<file path="src/hdl/emul_shell_macros.svh">
/* Build-time sizes of the emulation shell. EMUL_MEM_DATA_W must be a multiple of 32
   and EMUL_READ_LATENCY at least 1; the CSR map assumes at most 8 banks */
`ifndef EMUL_SHELL_MACROS_SVH
`define EMUL_SHELL_MACROS_SVH

// ========================================
// Topology
// ========================================

// Memory banks, each paired with one exerciser
`define EMUL_NUM_BANKS 2
// Accelerator ports listed in the PF/VF table
`define EMUL_NUM_PORTS 4

// ========================================
// Widths and timing
// ========================================

// Word address width of one bank
`define EMUL_MEM_ADDR_W 8
`define EMUL_MEM_DATA_W 64
// Word count field, wide enough to hold a full bank
`define EMUL_CNT_W (`EMUL_MEM_ADDR_W + 1)
// Cycles from an accepted read to readdatavalid
`define EMUL_READ_LATENCY 3
`define EMUL_CSR_ADDR_W 6
// First CSR word of the PF/VF table
`define EMUL_CSR_TABLE_BASE 'h20

`endif
</file>
<file path="src/hdl/emul_shell_pkg.sv">
/* Shared types of the shell; every width follows the macros header.
   Struct fields are packed MSB first, so the PF/VF entry maps straight onto CSR bits */
`include "emul_shell_macros.svh"

package emul_shell_pkg;

    // ========================================
    // Plain vector types
    // ========================================

    typedef logic [`EMUL_MEM_ADDR_W-1:0]   mem_addr_t;
    typedef logic [`EMUL_MEM_DATA_W-1:0]   mem_data_t;
    // One enable per data byte
    typedef logic [`EMUL_MEM_DATA_W/8-1:0] mem_be_t;
    typedef logic [`EMUL_CSR_ADDR_W-1:0]   csr_addr_t;
    typedef logic [31:0]                   csr_data_t;

    // ========================================
    // Bus structs
    // ========================================

    // Avalon-MM request, burst count is always one
    typedef struct packed {
        logic      read;
        logic      write;
        mem_addr_t address;
        mem_data_t writedata;
        mem_be_t   byteenable;
    } avmm_req_t;

    typedef struct packed {
        logic      waitrequest;
        logic      readdatavalid;
        mem_data_t readdata;
    } avmm_rsp_t;

    // Wishbone classic, host side
    typedef struct packed {
        logic      cyc;
        logic      stb;
        logic      we;
        csr_addr_t adr;
        csr_data_t dat;
    } wb_req_t;

    typedef struct packed {
        logic      ack;
        csr_data_t dat;
    } wb_rsp_t;

    // Lands on CSR bits 15:0 with pf_num in the low bits
    typedef struct packed {
        logic        link_num;
        logic        vf_active;
        logic [10:0] vf_num;
        logic [2:0]  pf_num;
    } pf_vf_info_t;

    // ========================================
    // Exerciser control and status
    // ========================================

    typedef struct packed {
        logic                   start;
        logic                   verify_only;
        csr_data_t              seed;
        logic [`EMUL_CNT_W-1:0] count;
    } xcfg_t;

    typedef struct packed {
        logic        busy;
        logic        done;
        logic [15:0] err_count;
    } xstat_t;

    typedef enum logic [1:0] {
        IDLE,
        WRITE,
        READ,
        DONE
    } xstate_e;

endpackage

</file>
<file path="src/hdl/port_csr.sv">
/* Wishbone classic CSR slave with no wait states; ack follows stb by one cycle.
   Unmapped words read zero and writes to them are dropped */
`timescale 1ns/100ps
`include "emul_shell_macros.svh"

module port_csr
(
    input  logic                   i_hssi_clk_pll,
    input  logic                   i_rst,
    input  emul_shell_pkg::wb_req_t i_wb,
    output emul_shell_pkg::wb_rsp_t o_wb,
    output emul_shell_pkg::xcfg_t  o_cfg [`EMUL_NUM_BANKS],
    input  emul_shell_pkg::xstat_t i_stat [`EMUL_NUM_BANKS]
);

    localparam int NB = `EMUL_NUM_BANKS;
    localparam int NP = `EMUL_NUM_PORTS;

    // ========================================
    // PF/VF table
    // ========================================

    typedef emul_shell_pkg::pf_vf_info_t [NP-1:0] pf_vf_map_t;

    // All ports are VFs of PF 0, VF number equal to port number
    function automatic pf_vf_map_t gen_pf_vf_map();
        pf_vf_map_t map;
        for (int p = 0; p < NP; p++)
        begin
            map[p].pf_num    = 3'd0;
            map[p].vf_num    = 11'(p);
            map[p].vf_active = 1'b1;
            map[p].link_num  = 1'b0;
        end
        return map;
    endfunction

    localparam pf_vf_map_t PORT_PF_VF_INFO = gen_pf_vf_map();

    // ========================================
    // Register file
    // ========================================

    logic                      ack_q;
    emul_shell_pkg::csr_data_t rd_q;
    emul_shell_pkg::csr_data_t rd_mux;
    logic                      strobe;
    logic                      wr_en;

    logic [NB-1:0]             verify_q;
    // arm_q rises with ack, start_q follows it one cycle later
    logic [NB-1:0]             arm_q;
    logic [NB-1:0]             start_q;
    emul_shell_pkg::csr_data_t seed_q  [NB];
    logic [`EMUL_CNT_W-1:0]    count_q [NB];

    // A new access is one that has not been acked yet
    assign strobe = i_wb.cyc && i_wb.stb && !ack_q;
    assign wr_en  = strobe && i_wb.we;

    always_ff @(posedge i_hssi_clk_pll)
    begin
        if (i_rst)
        begin
            ack_q    <= 1'b0;
            verify_q <= '0;
            arm_q    <= '0;
            start_q  <= '0;
            for (int b = 0; b < NB; b++)
            begin
                seed_q[b]  <= '0;
                count_q[b] <= '0;
            end
        end
        else
        begin
            ack_q   <= strobe;
            start_q <= arm_q;
            arm_q   <= '0;
            for (int b = 0; b < NB; b++)
            begin
                if (wr_en && i_wb.adr == emul_shell_pkg::csr_addr_t'(4*b))
                begin
                    arm_q[b]    <= i_wb.dat[0];
                    verify_q[b] <= i_wb.dat[1];
                end
                if (wr_en && i_wb.adr == emul_shell_pkg::csr_addr_t'(4*b + 1))
                    seed_q[b] <= i_wb.dat;
                if (wr_en && i_wb.adr == emul_shell_pkg::csr_addr_t'(4*b + 2))
                    count_q[b] <= i_wb.dat[`EMUL_CNT_W-1:0];
            end
        end
    end

    // Read decode, start is self-clearing and always reads back as 0
    always_comb
    begin
        rd_mux = '0;
        for (int b = 0; b < NB; b++)
        begin
            if (i_wb.adr == emul_shell_pkg::csr_addr_t'(4*b))
                rd_mux = {30'b0, verify_q[b], 1'b0};
            if (i_wb.adr == emul_shell_pkg::csr_addr_t'(4*b + 1))
                rd_mux = seed_q[b];
            if (i_wb.adr == emul_shell_pkg::csr_addr_t'(4*b + 2))
                rd_mux = emul_shell_pkg::csr_data_t'(count_q[b]);
            if (i_wb.adr == emul_shell_pkg::csr_addr_t'(4*b + 3))
                rd_mux = {i_stat[b].err_count, 14'b0, i_stat[b].done, i_stat[b].busy};
        end
        for (int p = 0; p < NP; p++)
        begin
            if (i_wb.adr == emul_shell_pkg::csr_addr_t'(`EMUL_CSR_TABLE_BASE + p))
                rd_mux = emul_shell_pkg::csr_data_t'(PORT_PF_VF_INFO[p]);
        end
    end

    always_ff @(posedge i_hssi_clk_pll)
    begin
        if (strobe)
            rd_q <= rd_mux;
    end

    always_comb
    begin
        o_wb.ack = ack_q;
        o_wb.dat = rd_q;
        for (int b = 0; b < NB; b++)
        begin
            o_cfg[b].start       = start_q[b];
            o_cfg[b].verify_only = verify_q[b];
            o_cfg[b].seed        = seed_q[b];
            o_cfg[b].count       = count_q[b];
        end
    end

endmodule

</file>
<file path="config.mk">
export PLATFORM = sky130hd
export DESIGN_NAME = port_csr
export DESIGN_NICKNAME = d
export VERILOG_FILES = /design/src/hdl/emul_shell_pkg.sv /design/src/hdl/port_csr.sv
export VERILOG_INCLUDE_DIRS = /design/src /design/src/hdl
export SDC_FILE = /design/constraint.sdc
export NUM_CORES = 1
export LEC_CHECK = 0
export BUFFER_PORTS_ARGS = -buffer_cell sky130_fd_sc_hd__buf_2
export CELL_PAD_IN_SITES_DETAIL_PLACEMENT = 1
export CELL_PAD_IN_SITES_GLOBAL_PLACEMENT = 1
export CORE_MARGIN = 2
export CORE_UTILIZATION = 34
export DETAILED_ROUTE_END_ITERATION = 8
export GPL_TIMING_DRIVEN = 1
export PLACE_DENSITY_LB_ADDON = 0.1
export SLEW_MARGIN = 10
export SYNTH_ARGS = -nofsm -noshare
export SYNTH_HDL_FRONTEND = slang
export SYNTH_SLANG_ARGS = --single-unit
</file>
<file path="constraint.sdc">
create_clock -name i_hssi_clk_pll -period 3.7 [get_ports i_hssi_clk_pll]
set_input_delay 0.74 -clock i_hssi_clk_pll [delete_from_list [all_inputs] [get_ports i_hssi_clk_pll]]
set_output_delay 0.74 -clock i_hssi_clk_pll [all_outputs]
set_load 0.03 [all_outputs]
</file>
; Yosys cells after proc, flatten, opt, wreduce, memory -nomap -nowiden
; Memory sizes are Yosys's and may differ from the RTL's.
; Index checks and enable logic that the tools add are counted.
[word_totals]
register_bits = 39
latch_bits = 0
ram_bits = 82
romBits = 0
inputBits = 79
output_inout_bits = 119
mem_count = 2
[op_classes]
addsub = 0
multipliers = 0
div_mod_pow = 0
order_cmp = 0
n_eq_ne = 11
shift = 0
mux = 29
bitwise = 6
reduce_logical = 17
[memory_table]
columns = memory, depth, word_bits, read_ports, rd_ports_with_merged_regs, wr, line
row1 = seed_q, 2, 32, 2, 0, 2, port_csr.sv:54  ; emul_shell_pkg::csr_data_t seed_q [NB];
row2 = count_q, 2, 9, 2, 0, 2, port_csr.sv:55  ; logic [`EMUL_CNT_W-1:0] count_q [NB];
[op_table]
columns = operator, count
row1 = two-way mux 32 bit, 9
row2 = "== test 6 x 3 -> 1 bit, second input constant", 4
row3 = "== test 6 bit, second input constant", 4
row4 = two-way mux 9 bit, 2
row5 = two-way mux 1 bit, 14
row6 = "== test 6 x 2 -> 1 bit, second input constant", 2
row7 = two-way mux 5 bit, 2
row8 = logical AND 1 bit, 9
row9 = "== test 6 x 1 -> 1 bit, second input constant", 1
row10 = zero test 6 bit, 1
row11 = OR reduction 2 bit, 3
row12 = OR reduction 6 bit, 1
row13 = OR reduction 5 bit, 1
row14 = two-way mux 4 bit, 1
row15 = bitwise OR 1 bit, 4
row16 = OR reduction 4 bit, 1
row17 = two-way mux 2 bit, 1
row18 = NOT 1 bit, 2
row19 = zero test 1 bit, 1

; Longest topological paths before layout
[depth]
depth_word = 12
mapped_depth = 7

; Worst setup path before layout
; OpenSTA, ideal clock, no wires.
[synth_path]
path_kind = input port to flip-flop
start = input port i_wb[40] in the netlist's numbering
end = memory seed_q[0][0] in the netlist's numbering, enable pin
setup_ps = 391
arrival_ps = 3213
required_ps = 3309
slack_ps = 95
cell_stages = 3
n_path_buf = 0
path_cell_list = nand2_1 nor2_1 a31o_1
[synth_rtl]
columns = element, line
row1 = "start, declared", port_csr.sv:10  ; input emul_shell_pkg::wb_req_t i_wb,
row2 = "end, declared", port_csr.sv:54

==> key figures <==
Outcome
  – Outcome: finished, final reports clean

Critical path
  – Critical path's largest stage delay: about 510 ps
  – RR Startpoint: ack_q
  – CP Buf/Inv Count: 2
  – Critical Path Sink Type: flip-flop
  – Worst setup path category: in -> reg
  – CP max FO: 13
  – Crit path DAT: about 2500 ps
  – CP Launch Type: input pin
  – Critical Path Source: i_wb[35]
  – Critical path cell sequence: buf_2 -> nor4b_1 -> nand2_1 -> o21bai_1 -> buf_4
  – Critical Path RT: around 3800 ps
  – Largest delay share family, worst path: simple AND/OR/NAND/NOR gates
  – Slowest-stage cell, CP: o21bai_1

Clock tree
  – Post-CTS Setup Bufs: 0
  – Worst-Skew Late Latency: around 410 ps
  – Post-cts repair resize count: 0
  – CTS sink cnt: about 120
  – Worst-path clk slew: about 50 ps
  – Clock buffer depth: 2
  – Clock tree root buffer cell: clkbuf_16
  – CTS Hold Bufs: 0
  – CTS tree: yes
  – # H-tree levels: 4
  – CTS Buf Count: 17

Power
  – PnR Total Power: 3460 µW
  – Maximum VDD drop: between 300 and 400 µV
  – Combinational Power Share: 0.079
  – Pleak: approximately 0.0028 µW
  – Switch share: 0.228
  – Power Density: ~520 nW/µm²
  – Pint: around 2700 µW
  – Sw power: about 790 µW
  – Clk pwr share: 0.468
  – Fraction of power consumed by sequential logic: 0.453

Place
  – Pre-CTS WS: ~830 ps
  – Post-DP HPWL: approximately 11 mm
  – Port Buffers: between 150 and 200
  – Placed instance count: around 680
  – RD Place Congestion: between 0.7 and 0.8

Synth
  – Async set-or-reset flop fraction in the synthesized netlist: 0
  – Synth Cell Area: slightly below 5000 µm²
  – Register area share after synthesis: 0.731
  – Top area cells in the synthesized netlist: edfxtp_1, and2_1, a22oi_1
  – Synth warn: 0
  – Post-synth EDFFs: about 110
  – Ys flop type: edfxtp_1
  – Synth Instances: between 300 and 400
  – Yosys top cell by area: edfxtp_1
  – Mapped Nets: 398
  – Unique masters post-synth: between 40 and 50
  – Yosys top cell area share: 0.702
  – Mean Syn Cell Area: around 15 µm²
  – Yosys reg bits: 121

Timing
  – F_max: between 400 and 500 MHz
  – Fin. Hold Viols: 0
  – RSZ-0062 raised after global routing: false
  – Relative slew slack: 0.419
  – Min Tclk post-route: approximately 2400 ps
  – Setup-failing EPs final: 0
  – Final Cycle Share: 0.646
  – Max-slew violation count: 0
  – Final worst slack: about 1300 ps
  – Worst Tran Pin Value: ~860 ps
  – Clock skew: just over 5 ps
  – Setup TNS Final: 0 ps

Floorplan
  – Die Height: approximately 120 µm
  – Std-Cell Rows: between 40 and 50
  – Starting Density: 0.350
  – Core area: 13900 µm²
  – Die X: roughly 120 µm
  – Io pins: about 200
  – Die area: roughly 15000 µm²

Worst hold path
  – Min-delay worst type: reg -> reg
  – Hold_sp: arm_q[1]

Run
  – Max cap viols: 0

Drt
  – DR iter-0 viols: about 270
  – First-pass DRT Iterations: 6
  – Residual DRC: 0
  – Routed len/inst: about 21 µm
  – Routed vias: 3626
  – Antenna Nets Post-Route: 0
  – Routed WL: 14.9 mm
  – Vias/cell: 5.06

Layout
  – Final net count: approximately 600
  – Fin cells: ~720
  – Register Area: about 3600 µm²
  – Area of the multi-input gates: 1210 µm²
  – Layout area overhead: 36.6%
  – Filler Cells Inserted: between 1000 and 1500
  – Diode count: 0
  – Layout cell share with drive strength beyond 1: 0.461
  – Final design utilization: 0.478

GRT
  – Vias in the first global route: approximately 3800
  – Largest net degree at the start of global routing: 33
  – Antenna violations before repair: 0
  – Total gr overflow: 0
  – Gr usage total: 0.199
  – First-pass GRT wire length: approximately 22 mm
-- flip-flops by register name, indices dropped and copies added (netlist names) --
register,count
seed_q,64
count_q,18
rd_q,32
ack_q,1
arm_q,2
start_q,2
verify_q,2
-- path summary, 6_finish.rpt --
check                         to  cells past startpoint  slack, ps
setup / recovery  count_q[0][13]                      5       1310
hold / removal        start_q[1]                      1        440
setup reg to reg   count_q[0][0]                      4       1580
hold reg to reg       start_q[1]                      1        440
-- cells by family after synthesis --
logic type | after synthesis | synth area share
simple gates | 104 | 0.127
mux | 4 | 0.0133
buf+inv | 23 | 0.0244
flops | 121 | 0.731
compound gates | 67 | 0.104
-- synthesized netlist by cell type (2+ instances only) --
cell type / count
a21oi_1: 9
nor2b_1: 3
a22oi_1: 32
a22o_1: 7
nor2_1: 15
o21bai_1: 2
dfxtp_1: 7
mux4_2: 2
buf_2: 11
clkbuf_1: 3
nor4b_1: 3
edfxtp_1: 114
mux2i_1: 2
nor2_4: 2
buf_4: 5
nor3_1: 2
a31o_1: 2
and2_1: 41
nor4_2: 3
inv_1: 2
a222oi_1: 6
nand2_1: 23
-- cell type report --
type,count,share of cell area
Clock inverter,10,0.0190
Clock buffer,22,0.0667
Timing Repair Buffer,205,0.161
Multi-Input combinational cell,175,0.182
Inverter,3,0.00169
Sequential cell,121,0.535
Tap cell,180,0.0338
-- placed cells by master (no fill, tap or decap), types with 2 or more instances in the layout --
cell type / instances
buf_2: 197
edfxtp_1: 114
and2_1: 41
a22oi_1: 32
nand2_1: 23
clkbuf_16: 17
nor2_1: 14
a21oi_1: 9
a22o_1: 7
dfxtp_1: 7
a222oi_1: 6
buf_4: 6
clkbuf_1: 5
clkinv_2: 5
nor2_4: 3
nor2b_1: 3
nor4b_1: 3
bufinv_16: 3
o21bai_1: 2
nor3_4: 2
a31o_2: 2
inv_1: 2
mux4_2: 2
nor3_1: 2
nor4_2: 2
mux2i_1: 2
buf_12: 2
-- metrics by stage --
| stage | area [µm²] | hold slack [ps] |
|---|---|---|
| after floorplan | 4870 | 414 |
| after CTS | 6660 | 447 |
| after global placement | 6080 | 432 |
| after detailed placement | 6080 | 434 |
| final | 6660 | 441 |
| after global routing | 6660 | 460 |
-- power by group through the flow --
stage	Clock (µW)	Combinational, µW	Sequential [µW]
6_report	1620	273	1570
5_1_grt	1700	291	1580
4_1_cts	1640	277	1570
3_5_place_dp	0	276	1600
3_3_place_gp	0	273	1600
2_1_floorplan	0	56.3	1690
-- routing by layer --
metal	GRT usage	vias to the layer above	part of all wire
li1	-	1651	-
met1	0.232	1800	0.38
met2	0.339	162	0.52
met3	0.0673	13	0.091
met4	0.0753	0	0.012
met5	0	-	0
Power figures use the tool's default switching activity.
