**src/hdl/emul_shell_macros.svh**
```systemverilog
/* Build-time sizes of the emulation shell. EMUL_MEM_DATA_W must be a multiple of 32
   and EMUL_READ_LATENCY at least 1; the CSR map assumes at most 8 banks */
`ifndef EMUL_SHELL_MACROS_SVH
`define EMUL_SHELL_MACROS_SVH

// ========================================
// Topology
// ========================================

// Memory banks, each paired with one exerciser
`define EMUL_NUM_BANKS 2
// Accelerator ports listed in the PF/VF table
`define EMUL_NUM_PORTS 4

// ========================================
// Widths and timing
// ========================================

// Word address width of one bank
`define EMUL_MEM_ADDR_W 8
`define EMUL_MEM_DATA_W 64
// Word count field, wide enough to hold a full bank
`define EMUL_CNT_W (`EMUL_MEM_ADDR_W + 1)
// Cycles from an accepted read to readdatavalid
`define EMUL_READ_LATENCY 3
`define EMUL_CSR_ADDR_W 6
// First CSR word of the PF/VF table
`define EMUL_CSR_TABLE_BASE 'h20

`endif
```
**src/hdl/emul_shell_pkg.sv**
```systemverilog
/* Shared types of the shell; every width follows the macros header.
   Struct fields are packed MSB first, so the PF/VF entry maps straight onto CSR bits */
`include "emul_shell_macros.svh"

package emul_shell_pkg;

    // ========================================
    // Plain vector types
    // ========================================

    typedef logic [`EMUL_MEM_ADDR_W-1:0]   mem_addr_t;
    typedef logic [`EMUL_MEM_DATA_W-1:0]   mem_data_t;
    // One enable per data byte
    typedef logic [`EMUL_MEM_DATA_W/8-1:0] mem_be_t;
    typedef logic [`EMUL_CSR_ADDR_W-1:0]   csr_addr_t;
    typedef logic [31:0]                   csr_data_t;

    // ========================================
    // Bus structs
    // ========================================

    // Avalon-MM request, burst count is always one
    typedef struct packed {
        logic      read;
        logic      write;
        mem_addr_t address;
        mem_data_t writedata;
        mem_be_t   byteenable;
    } avmm_req_t;

    typedef struct packed {
        logic      waitrequest;
        logic      readdatavalid;
        mem_data_t readdata;
    } avmm_rsp_t;

    // Wishbone classic, host side
    typedef struct packed {
        logic      cyc;
        logic      stb;
        logic      we;
        csr_addr_t adr;
        csr_data_t dat;
    } wb_req_t;

    typedef struct packed {
        logic      ack;
        csr_data_t dat;
    } wb_rsp_t;

    // Lands on CSR bits 15:0 with pf_num in the low bits
    typedef struct packed {
        logic        link_num;
        logic        vf_active;
        logic [10:0] vf_num;
        logic [2:0]  pf_num;
    } pf_vf_info_t;

    // ========================================
    // Exerciser control and status
    // ========================================

    typedef struct packed {
        logic                   start;
        logic                   verify_only;
        csr_data_t              seed;
        logic [`EMUL_CNT_W-1:0] count;
    } xcfg_t;

    typedef struct packed {
        logic        busy;
        logic        done;
        logic [15:0] err_count;
    } xstat_t;

    typedef enum logic [1:0] {
        IDLE,
        WRITE,
        READ,
        DONE
    } xstate_e;

endpackage

```
**src/hdl/mem_exerciser.sv**
```systemverilog
/* Write then read-back engine for one bank, always starting at word 0. A start while
   busy is ignored; a count of zero finishes at once with no traffic */
`timescale 1ns/100ps
`include "emul_shell_macros.svh"

module mem_exerciser
(
    input  logic                      i_hssi_clk_pll,
    input  logic                      i_rst,
    input  emul_shell_pkg::xcfg_t     i_cfg,
    output emul_shell_pkg::xstat_t    o_stat,
    output emul_shell_pkg::avmm_req_t o_req,
    input  emul_shell_pkg::avmm_rsp_t i_rsp
);

    emul_shell_pkg::xstate_e state;

    // Issue side counts accepted requests, response side counts returned words
    logic [`EMUL_CNT_W-1:0] issue_cnt;
    logic [`EMUL_CNT_W-1:0] rsp_cnt;
    logic [15:0]            err_q;

    // Run parameters captured at start
    emul_shell_pkg::csr_data_t seed_q;
    logic [`EMUL_CNT_W-1:0]    count_q;

    logic start_go;
    logic wr_acc;
    logic rd_acc;
    logic mismatch;

    // Lane L of the word at address A holds seed ^ A ^ L
    function automatic emul_shell_pkg::mem_data_t pattern(
        input emul_shell_pkg::csr_data_t seed,
        input emul_shell_pkg::mem_addr_t addr
    );
        emul_shell_pkg::mem_data_t word;
        word = '0;
        for (int l = 0; l < `EMUL_MEM_DATA_W / 32; l++)
            word[32*l +: 32] = seed ^ 32'(addr) ^ 32'(l);
        return word;
    endfunction

    assign start_go = i_cfg.start && (state == emul_shell_pkg::IDLE || state == emul_shell_pkg::DONE);
    assign wr_acc   = o_req.write && !i_rsp.waitrequest;
    assign rd_acc   = o_req.read && !i_rsp.waitrequest;
    assign mismatch = i_rsp.readdata !=
                      pattern(seed_q, emul_shell_pkg::mem_addr_t'(rsp_cnt));

    // ========================================
    // Request generation
    // ========================================

    // Built from registers only, so the request holds steady under waitrequest
    always_comb
    begin
        o_req.write      = (state == emul_shell_pkg::WRITE);
        o_req.read       = (state == emul_shell_pkg::READ) && (issue_cnt != count_q);
        o_req.address    = emul_shell_pkg::mem_addr_t'(issue_cnt);
        o_req.writedata  = pattern(seed_q, emul_shell_pkg::mem_addr_t'(issue_cnt));
        o_req.byteenable = '1;
    end

    always_ff @(posedge i_hssi_clk_pll)
    begin
        if (start_go)
        begin
            seed_q  <= i_cfg.seed;
            count_q <= i_cfg.count;
        end
    end

    // ========================================
    // Run FSM
    // ========================================

    always_ff @(posedge i_hssi_clk_pll)
    begin
        if (i_rst)
        begin
            state     <= emul_shell_pkg::IDLE;
            issue_cnt <= '0;
            rsp_cnt   <= '0;
            err_q     <= '0;
        end
        else
        begin
            case (state)
                emul_shell_pkg::IDLE,
                emul_shell_pkg::DONE:
                begin
                    if (start_go)
                    begin
                        issue_cnt <= '0;
                        rsp_cnt   <= '0;
                        err_q     <= '0;
                        if (i_cfg.count == '0)
                            state <= emul_shell_pkg::DONE;
                        else if (i_cfg.verify_only)
                            state <= emul_shell_pkg::READ;
                        else
                            state <= emul_shell_pkg::WRITE;
                    end
                end
                emul_shell_pkg::WRITE:
                begin
                    if (wr_acc)
                    begin
                        // Last write sends the issue counter back to word 0 for reads
                        if (issue_cnt + 1'b1 == count_q)
                        begin
                            issue_cnt <= '0;
                            state     <= emul_shell_pkg::READ;
                        end
                        else
                            issue_cnt <= issue_cnt + 1'b1;
                    end
                end
                emul_shell_pkg::READ:
                begin
                    // Reads go out without waiting for data
                    if (rd_acc)
                        issue_cnt <= issue_cnt + 1'b1;
                    if (i_rsp.readdatavalid)
                    begin
                        rsp_cnt <= rsp_cnt + 1'b1;
                        // Error count saturates instead of wrapping
                        if (mismatch && err_q != 16'hffff)
                            err_q <= err_q + 1'b1;
                        if (rsp_cnt + 1'b1 == count_q)
                            state <= emul_shell_pkg::DONE;
                    end
                end
                default:
                    state <= emul_shell_pkg::IDLE;
            endcase
        end
    end

    always_comb
    begin
        o_stat.busy      = (state == emul_shell_pkg::WRITE) || (state == emul_shell_pkg::READ);
        o_stat.done      = (state == emul_shell_pkg::DONE);
        o_stat.err_count = err_q;
    end

endmodule

```
**config.mk**
```make
export PLATFORM = sky130hd
export DESIGN_NAME = mem_exerciser
export DESIGN_NICKNAME = d
export VERILOG_FILES = /design/src/hdl/emul_shell_pkg.sv /design/src/hdl/mem_exerciser.sv
export VERILOG_INCLUDE_DIRS = /design/src /design/src/hdl
export SDC_FILE = /design/constraint.sdc
export NUM_CORES = 1
export LEC_CHECK = 0
export BUFFER_PORTS_ARGS = -buffer_cell sky130_fd_sc_hd__buf_2
export CORE_ASPECT_RATIO = 0.75
export CORE_MARGIN = 2
export CORE_UTILIZATION = 30
export CTS_BUF_LIST = sky130_fd_sc_hd__clkbuf_16
export CTS_CLUSTER_SIZE = 24
export DETAILED_ROUTE_END_ITERATION = 8
export HOLD_SLACK_MARGIN = 0.05
export PLACE_DENSITY = 0.55
export SYNTH_ARGS = -nofsm -noshare
export SYNTH_HDL_FRONTEND = slang
export SYNTH_SLANG_ARGS = --single-unit
```
**constraint.sdc**
```tcl
create_clock -name i_hssi_clk_pll -period 3.5 [get_ports i_hssi_clk_pll]
set_input_delay 0.525 -clock i_hssi_clk_pll [delete_from_list [all_inputs] [get_ports i_hssi_clk_pll]]
set_output_delay 0.525 -clock i_hssi_clk_pll [all_outputs]
set_load 0.1 [all_outputs]
```
Yosys cells after proc, flatten, opt, wreduce, memory -nomap -nowiden:

Index checks and enable logic that the tools add are counted.

* register bits after elaboration: 77
* input bits: 111
* output and inout port bits: 100
* word-level logic and storage cells: 63

* add/sub/neg operators: 3
* equality and inequality tests: 15
* multiplexer cells: 19
* bitwise gates (word level): 4
* reduce and logical (&&, ||, !) cells: 16

Operators by type and width (number)
* $ne 64x64->1: 1
* $xor 32x8->32: 2
* $mux 16: 3
* $mux 9: 5
* $pmux 16 s2: 1
* $pmux 9 s3: 1
* $add 9x1->9 const B: 2
* $eq 9x9->1: 2
* $pmux 9 s2: 1
* $add 16x1->16 const B: 1
* $ne 16x16->1 const B: 1
* $mux 2: 7
* $logic_not 9->1: 1
* $ne 9x9->1: 1
* $ne 2x1->1 const B: 4
* $ne 2x2->1 const B: 3
* $pmux 2 s3: 1
* $reduce_and 3->1: 2
* $logic_and 1x1->1: 5
* $reduce_and 5->1: 1
* $eq 2x2->1 const B: 2
* $reduce_and 4->1: 1
* $eq 2x1->1 const B: 1
* $logic_not 2->1: 1
* other kinds (5): 7

Logic depth before layout (Yosys ltp):

* depth after elaboration: 7
* mapped depth: 10
* mapped depth without buffers: 9

Worst setup path before layout:

No wires, ideal clock.

* path kind: reg2reg
* from: reg issue_cnt[2]
* to: reg issue_cnt[8]
* setup time: 0.074 ns
* arrival time: 3.628 ns
* data required time: 3.426 ns
* path slack: -0.202 ns
* stages on the path, launching flop included: 10
* path buffers: 2
* clock period less this slack: 3.702 ns
* cells stage by stage: dfxtp_1 -> buf_6 -> xor2_1 -> nor2_1 -> a31oi_1 -> o21ai_0 -> a211oi_2 -> buf_4 -> a31oi_1 -> a31oi_1

RTL lines
* start: declaration: RTL line mem_exerciser.sv:19 `` logic [`EMUL_CNT_W-1:0] issue_cnt; ``
* start signal: assignment: RTL line mem_exerciser.sv:116 `issue_cnt <= issue_cnt + 1'b1;`
* start signal: assignment: RTL line mem_exerciser.sv:123 `issue_cnt <= issue_cnt + 1'b1;`

Worst setup path in the final report:

* from: reg issue_cnt[0]
* to: reg issue_cnt[8]

* cells in the longest elaborated chain, start to end: 5
* elaborated cells between the ends (all ways): 11
* those cells by class: add/sub (1); eq/ne (3); mux (4); reduce/logical (3)

RTL lines (RTL line)
* $add 9x1->9 or $ne 9x9->1 (tied branches)
* $eq 9x9->1 or $logic_and 1x1->1 (tied branches): mem_exerciser.sv:110, mem_exerciser.sv:58
* $mux 9 or $logic_and 1x1->1 (tied branches): mem_exerciser.sv:110, mem_exerciser.sv:46
* $mux 9 or $ne 2x2->1 (tied branches)
* $pmux 9 s3 or $reduce_and 3->1 (tied branches)

Parallel ways exist; a longest one is shown, timed or not. The select of a mux whose other input is x is not followed.
A chain may end at the register's enable or synchronous reset.

==> flow_summary.json <==
{
  "initial_core_util": 0.304,
  "numCtsBuffers": 9,
  "total_power_mw": 5.03,
  "holdBufCountCts": 0,
  "grt_pass1_vias": 3918,
  "grt_antenna_before_repair": 1,
  "critPathMaxFanout": 13,
  "r2r-start": "issue_cnt[0]",
  "startpoint": "issue_cnt[0]",
  "path_clk_slew_ps": 70,
  "drt_pass1_iterations": 5,
  "cap_viol_max_count": 0,
  "fin_worst_skew_ps": 12.3,
  "drive_above_1_share": 0.343,
  "drc": 0,
  "r2r_cells": 8,
  "status": "complete, no violations",
  "cp_data_required_time_ps": 3760,
  "min_from": "i_cfg[33]",
  "grt_pass1_wl_mm": 21.6,
  "clock.fmax_mhz": 353,
  "synth-edff-count": 41,
  "clk_latency_ps": 340,
  "path_class": "flop to flop",
  "async_flop_share": 0,
  "clock_path_buffers": 2,
  "power_density_nw_per_um2": 834,
  "nets": 791,
  "period_share": 0.811,
  "postCtsSetupBuffers": 0,
  "cts_tree": "done",
  "die-area_um2": 18000,
  "cp.arrival_ps": 3100,
  "die_y_um": 117,
  "tightest_slew_ps": 742,
  "grt_setup_unrepaired": "false",
  "gp_congestion": 0.862,
  "synth-seq-cells": 77,
  "synth_top_area_frac": 0.243,
  "antenna_left": 0,
  "yosys.area.top_type": "edfxtp_1",
  "setup_viol": 0,
  "crit_path_end": "issue_cnt[8]",
  "finalHoldViolations": 0,
  "num_rows": 41,
  "reg2reg_to": "issue_cnt[8]",
  "synth_warnings": 0,
  "port_buffers": 202,
  "core_area_um2": 16700,
  "drt_iter0_markers": 248,
  "via_per_inst": 4.80,
  "worstSetupEndpointType": "flop",
  "wl_per_cell_um": 15.6,
  "synthTopCellsByArea": "edfxtp_1, dfxtp_1, buf_4",
  "num_io_pins": 211,
  "holdWs_ps": 350,
  "yosysMostFrequentCell": "buf_4",
  "vias": 4292,
  "die_width_um": 154,
  "layout_min_cycle_time_ps": 2840,
  "synth_area_per_cell_um2": 9.34,
  "synthFlopType": "edfxtp_1",
  "cts_num_sinks": 77,
  "synth_cells": 543,
  "r2r_setup_slack_ps": 660,
  "slew_violations": 0,
  "p_leak_nw": 2.51,
  "synth_area_um2": 5070,
  "synth_common_cells": "buf_4, xnor2_1, edfxtp_1",
  "htree_levels": 3,
  "cts-root-buf": "clkbuf_16",
  "ys_seq_area_frac": 0.385,
  "holdPathStages": 1,
  "wl_mm": 14.0,
  "grt_usage": 0.157,
  "num-fill-cells": 1729,
  "cp-start-kind": "flop",
  "ctsResizeCount": 0,
  "hp-class": "input pin to flop",
  "setup-tns-final_ps": 0,
  "grt_max_degree": 32,
  "syn_to_final_growth_pct": 19.0,
  "gr-total-overflow": 0,
  "max_slew_margin": 0.504,
  "dp_hpwl_mm": 11.1,
  "synth_cell_types": 58,
  "max-vdd-ir-drop_mv": 0.591
}
==> flip-flops by register name, summed over array words and instances (netlist names) <==
signal and cells:
issue_cnt 9, state 2, seed_q 32, err_q 16
count_q 9, rsp_cnt 9
==> report_power, final <==
group / switching [mW] / leakage [nW] / internal (mW) / total (mW)
clock network: 0.371 / 0.149 / 0.544 / 0.915
registers: 0.209 / 0.682 / 1.15 / 1.36
logic: 2.27 / 1.68 / 0.486 / 2.76
==> metrics by stage <==
step	cell area (µm²)	setup slack, ps	utilization	instances
after global placement	5750	764	0.345	878
after floorplan	5100	8.38	-	550
after detailed placement	5750	700	0.345	878
after global routing	6030	431	0.362	894
after CTS	6030	680	0.362	894
final	6040	663	0.362	895
==> worst min-delay path by stage <==
stage,end,slack [ps]
floorplan,issue_cnt[8],450
global placement,issue_cnt[8],490
detailed placement,err_q[8],490
CTS,seed_q[28],330
global route,seed_q[26],330
finish,seed_q[24],350
==> final cells by class <==
class / count / area (µm²) / area share
diodes: 1 / 2.50 / 0.000415
multi-input cells: 367 / 2440 / 0.404
clock inverters: 7 / 62.6 / 0.0104
clock buffers: 9 / 225 / 0.0373
inverters: 13 / 48.8 / 0.00808
well taps: 215 / 269 / 0.0446
flip-flops and latches: 77 / 1950 / 0.323
repair buffers: 206 / 1040 / 0.172
==> worst max-delay path, stage by stage, from the launching register on <==
cell	delay, ps
dfxtp_1	550
ha_1	310
and3_1	320
a21oi_1	100
o2111ai_1	280
a2111oi_2	100
a211oi_2	640
a21bo_2	290
a31oi_1	160
==> logic make-up after synthesis <==
family | Yosys count | share of synthesized area
flip-flops | 77 | 0.385
adder cells (fa/ha/maj) | 6 | 0.0148
AO/OA/AOI/OAI | 101 | 0.130
other | 1 | 0.000739
AND/OR/NAND/NOR | 170 | 0.185
XOR/XNOR | 74 | 0.128
buffers and inverters | 106 | 0.141
multiplexers | 8 | 0.0158
==> cell usage in the layout (no fill, tap or decap), types with 3 or more instances in the layout <==
| cell | synthesis | final |
|---|---|---|
| a2111oi_2 | 3 | 3 |
| and2_1 | 8 | 8 |
| buf_2 | 4 | 202 |
| nand2_1 | 26 | 26 |
| conb_1 | 1 | 8 |
| a21oi_1 | 32 | 32 |
| buf_4 | 77 | 4 |
| or2_2 | 3 | 3 |
| nor4_1 | 9 | 9 |
| dfxtp_1 | 36 | 36 |
| nor2_1 | 27 | 27 |
| o31ai_1 | 6 | 6 |
| nand3_1 | 18 | 18 |
| inv_1 | 13 | 15 |
| mux2i_1 | 8 | 8 |
| edfxtp_1 | 41 | 41 |
| nand4_1 | 16 | 16 |
| xor2_1 | 27 | 27 |
| clkbuf_16 | 0 | 9 |
| or4_1 | 8 | 8 |
| nor3_1 | 8 | 8 |
| nor3b_1 | 6 | 6 |
| nor2b_1 | 6 | 6 |
| xnor2_1 | 47 | 47 |
| and3_1 | 9 | 9 |
| o21ai_0 | 22 | 22 |
| ha_1 | 6 | 6 |
| a31oi_1 | 11 | 10 |
| or3_1 | 17 | 17 |
==> metal layers <==
layer	track usage	share of wire	vias up
li1	-	-	2149
met1	0.210	0.47	1972
met2	0.252	0.45	156
met3	0.0445	0.066	15
met4	0.0380	0.014	0
met5	0	0	-
(Power assumes the default switching activity.)
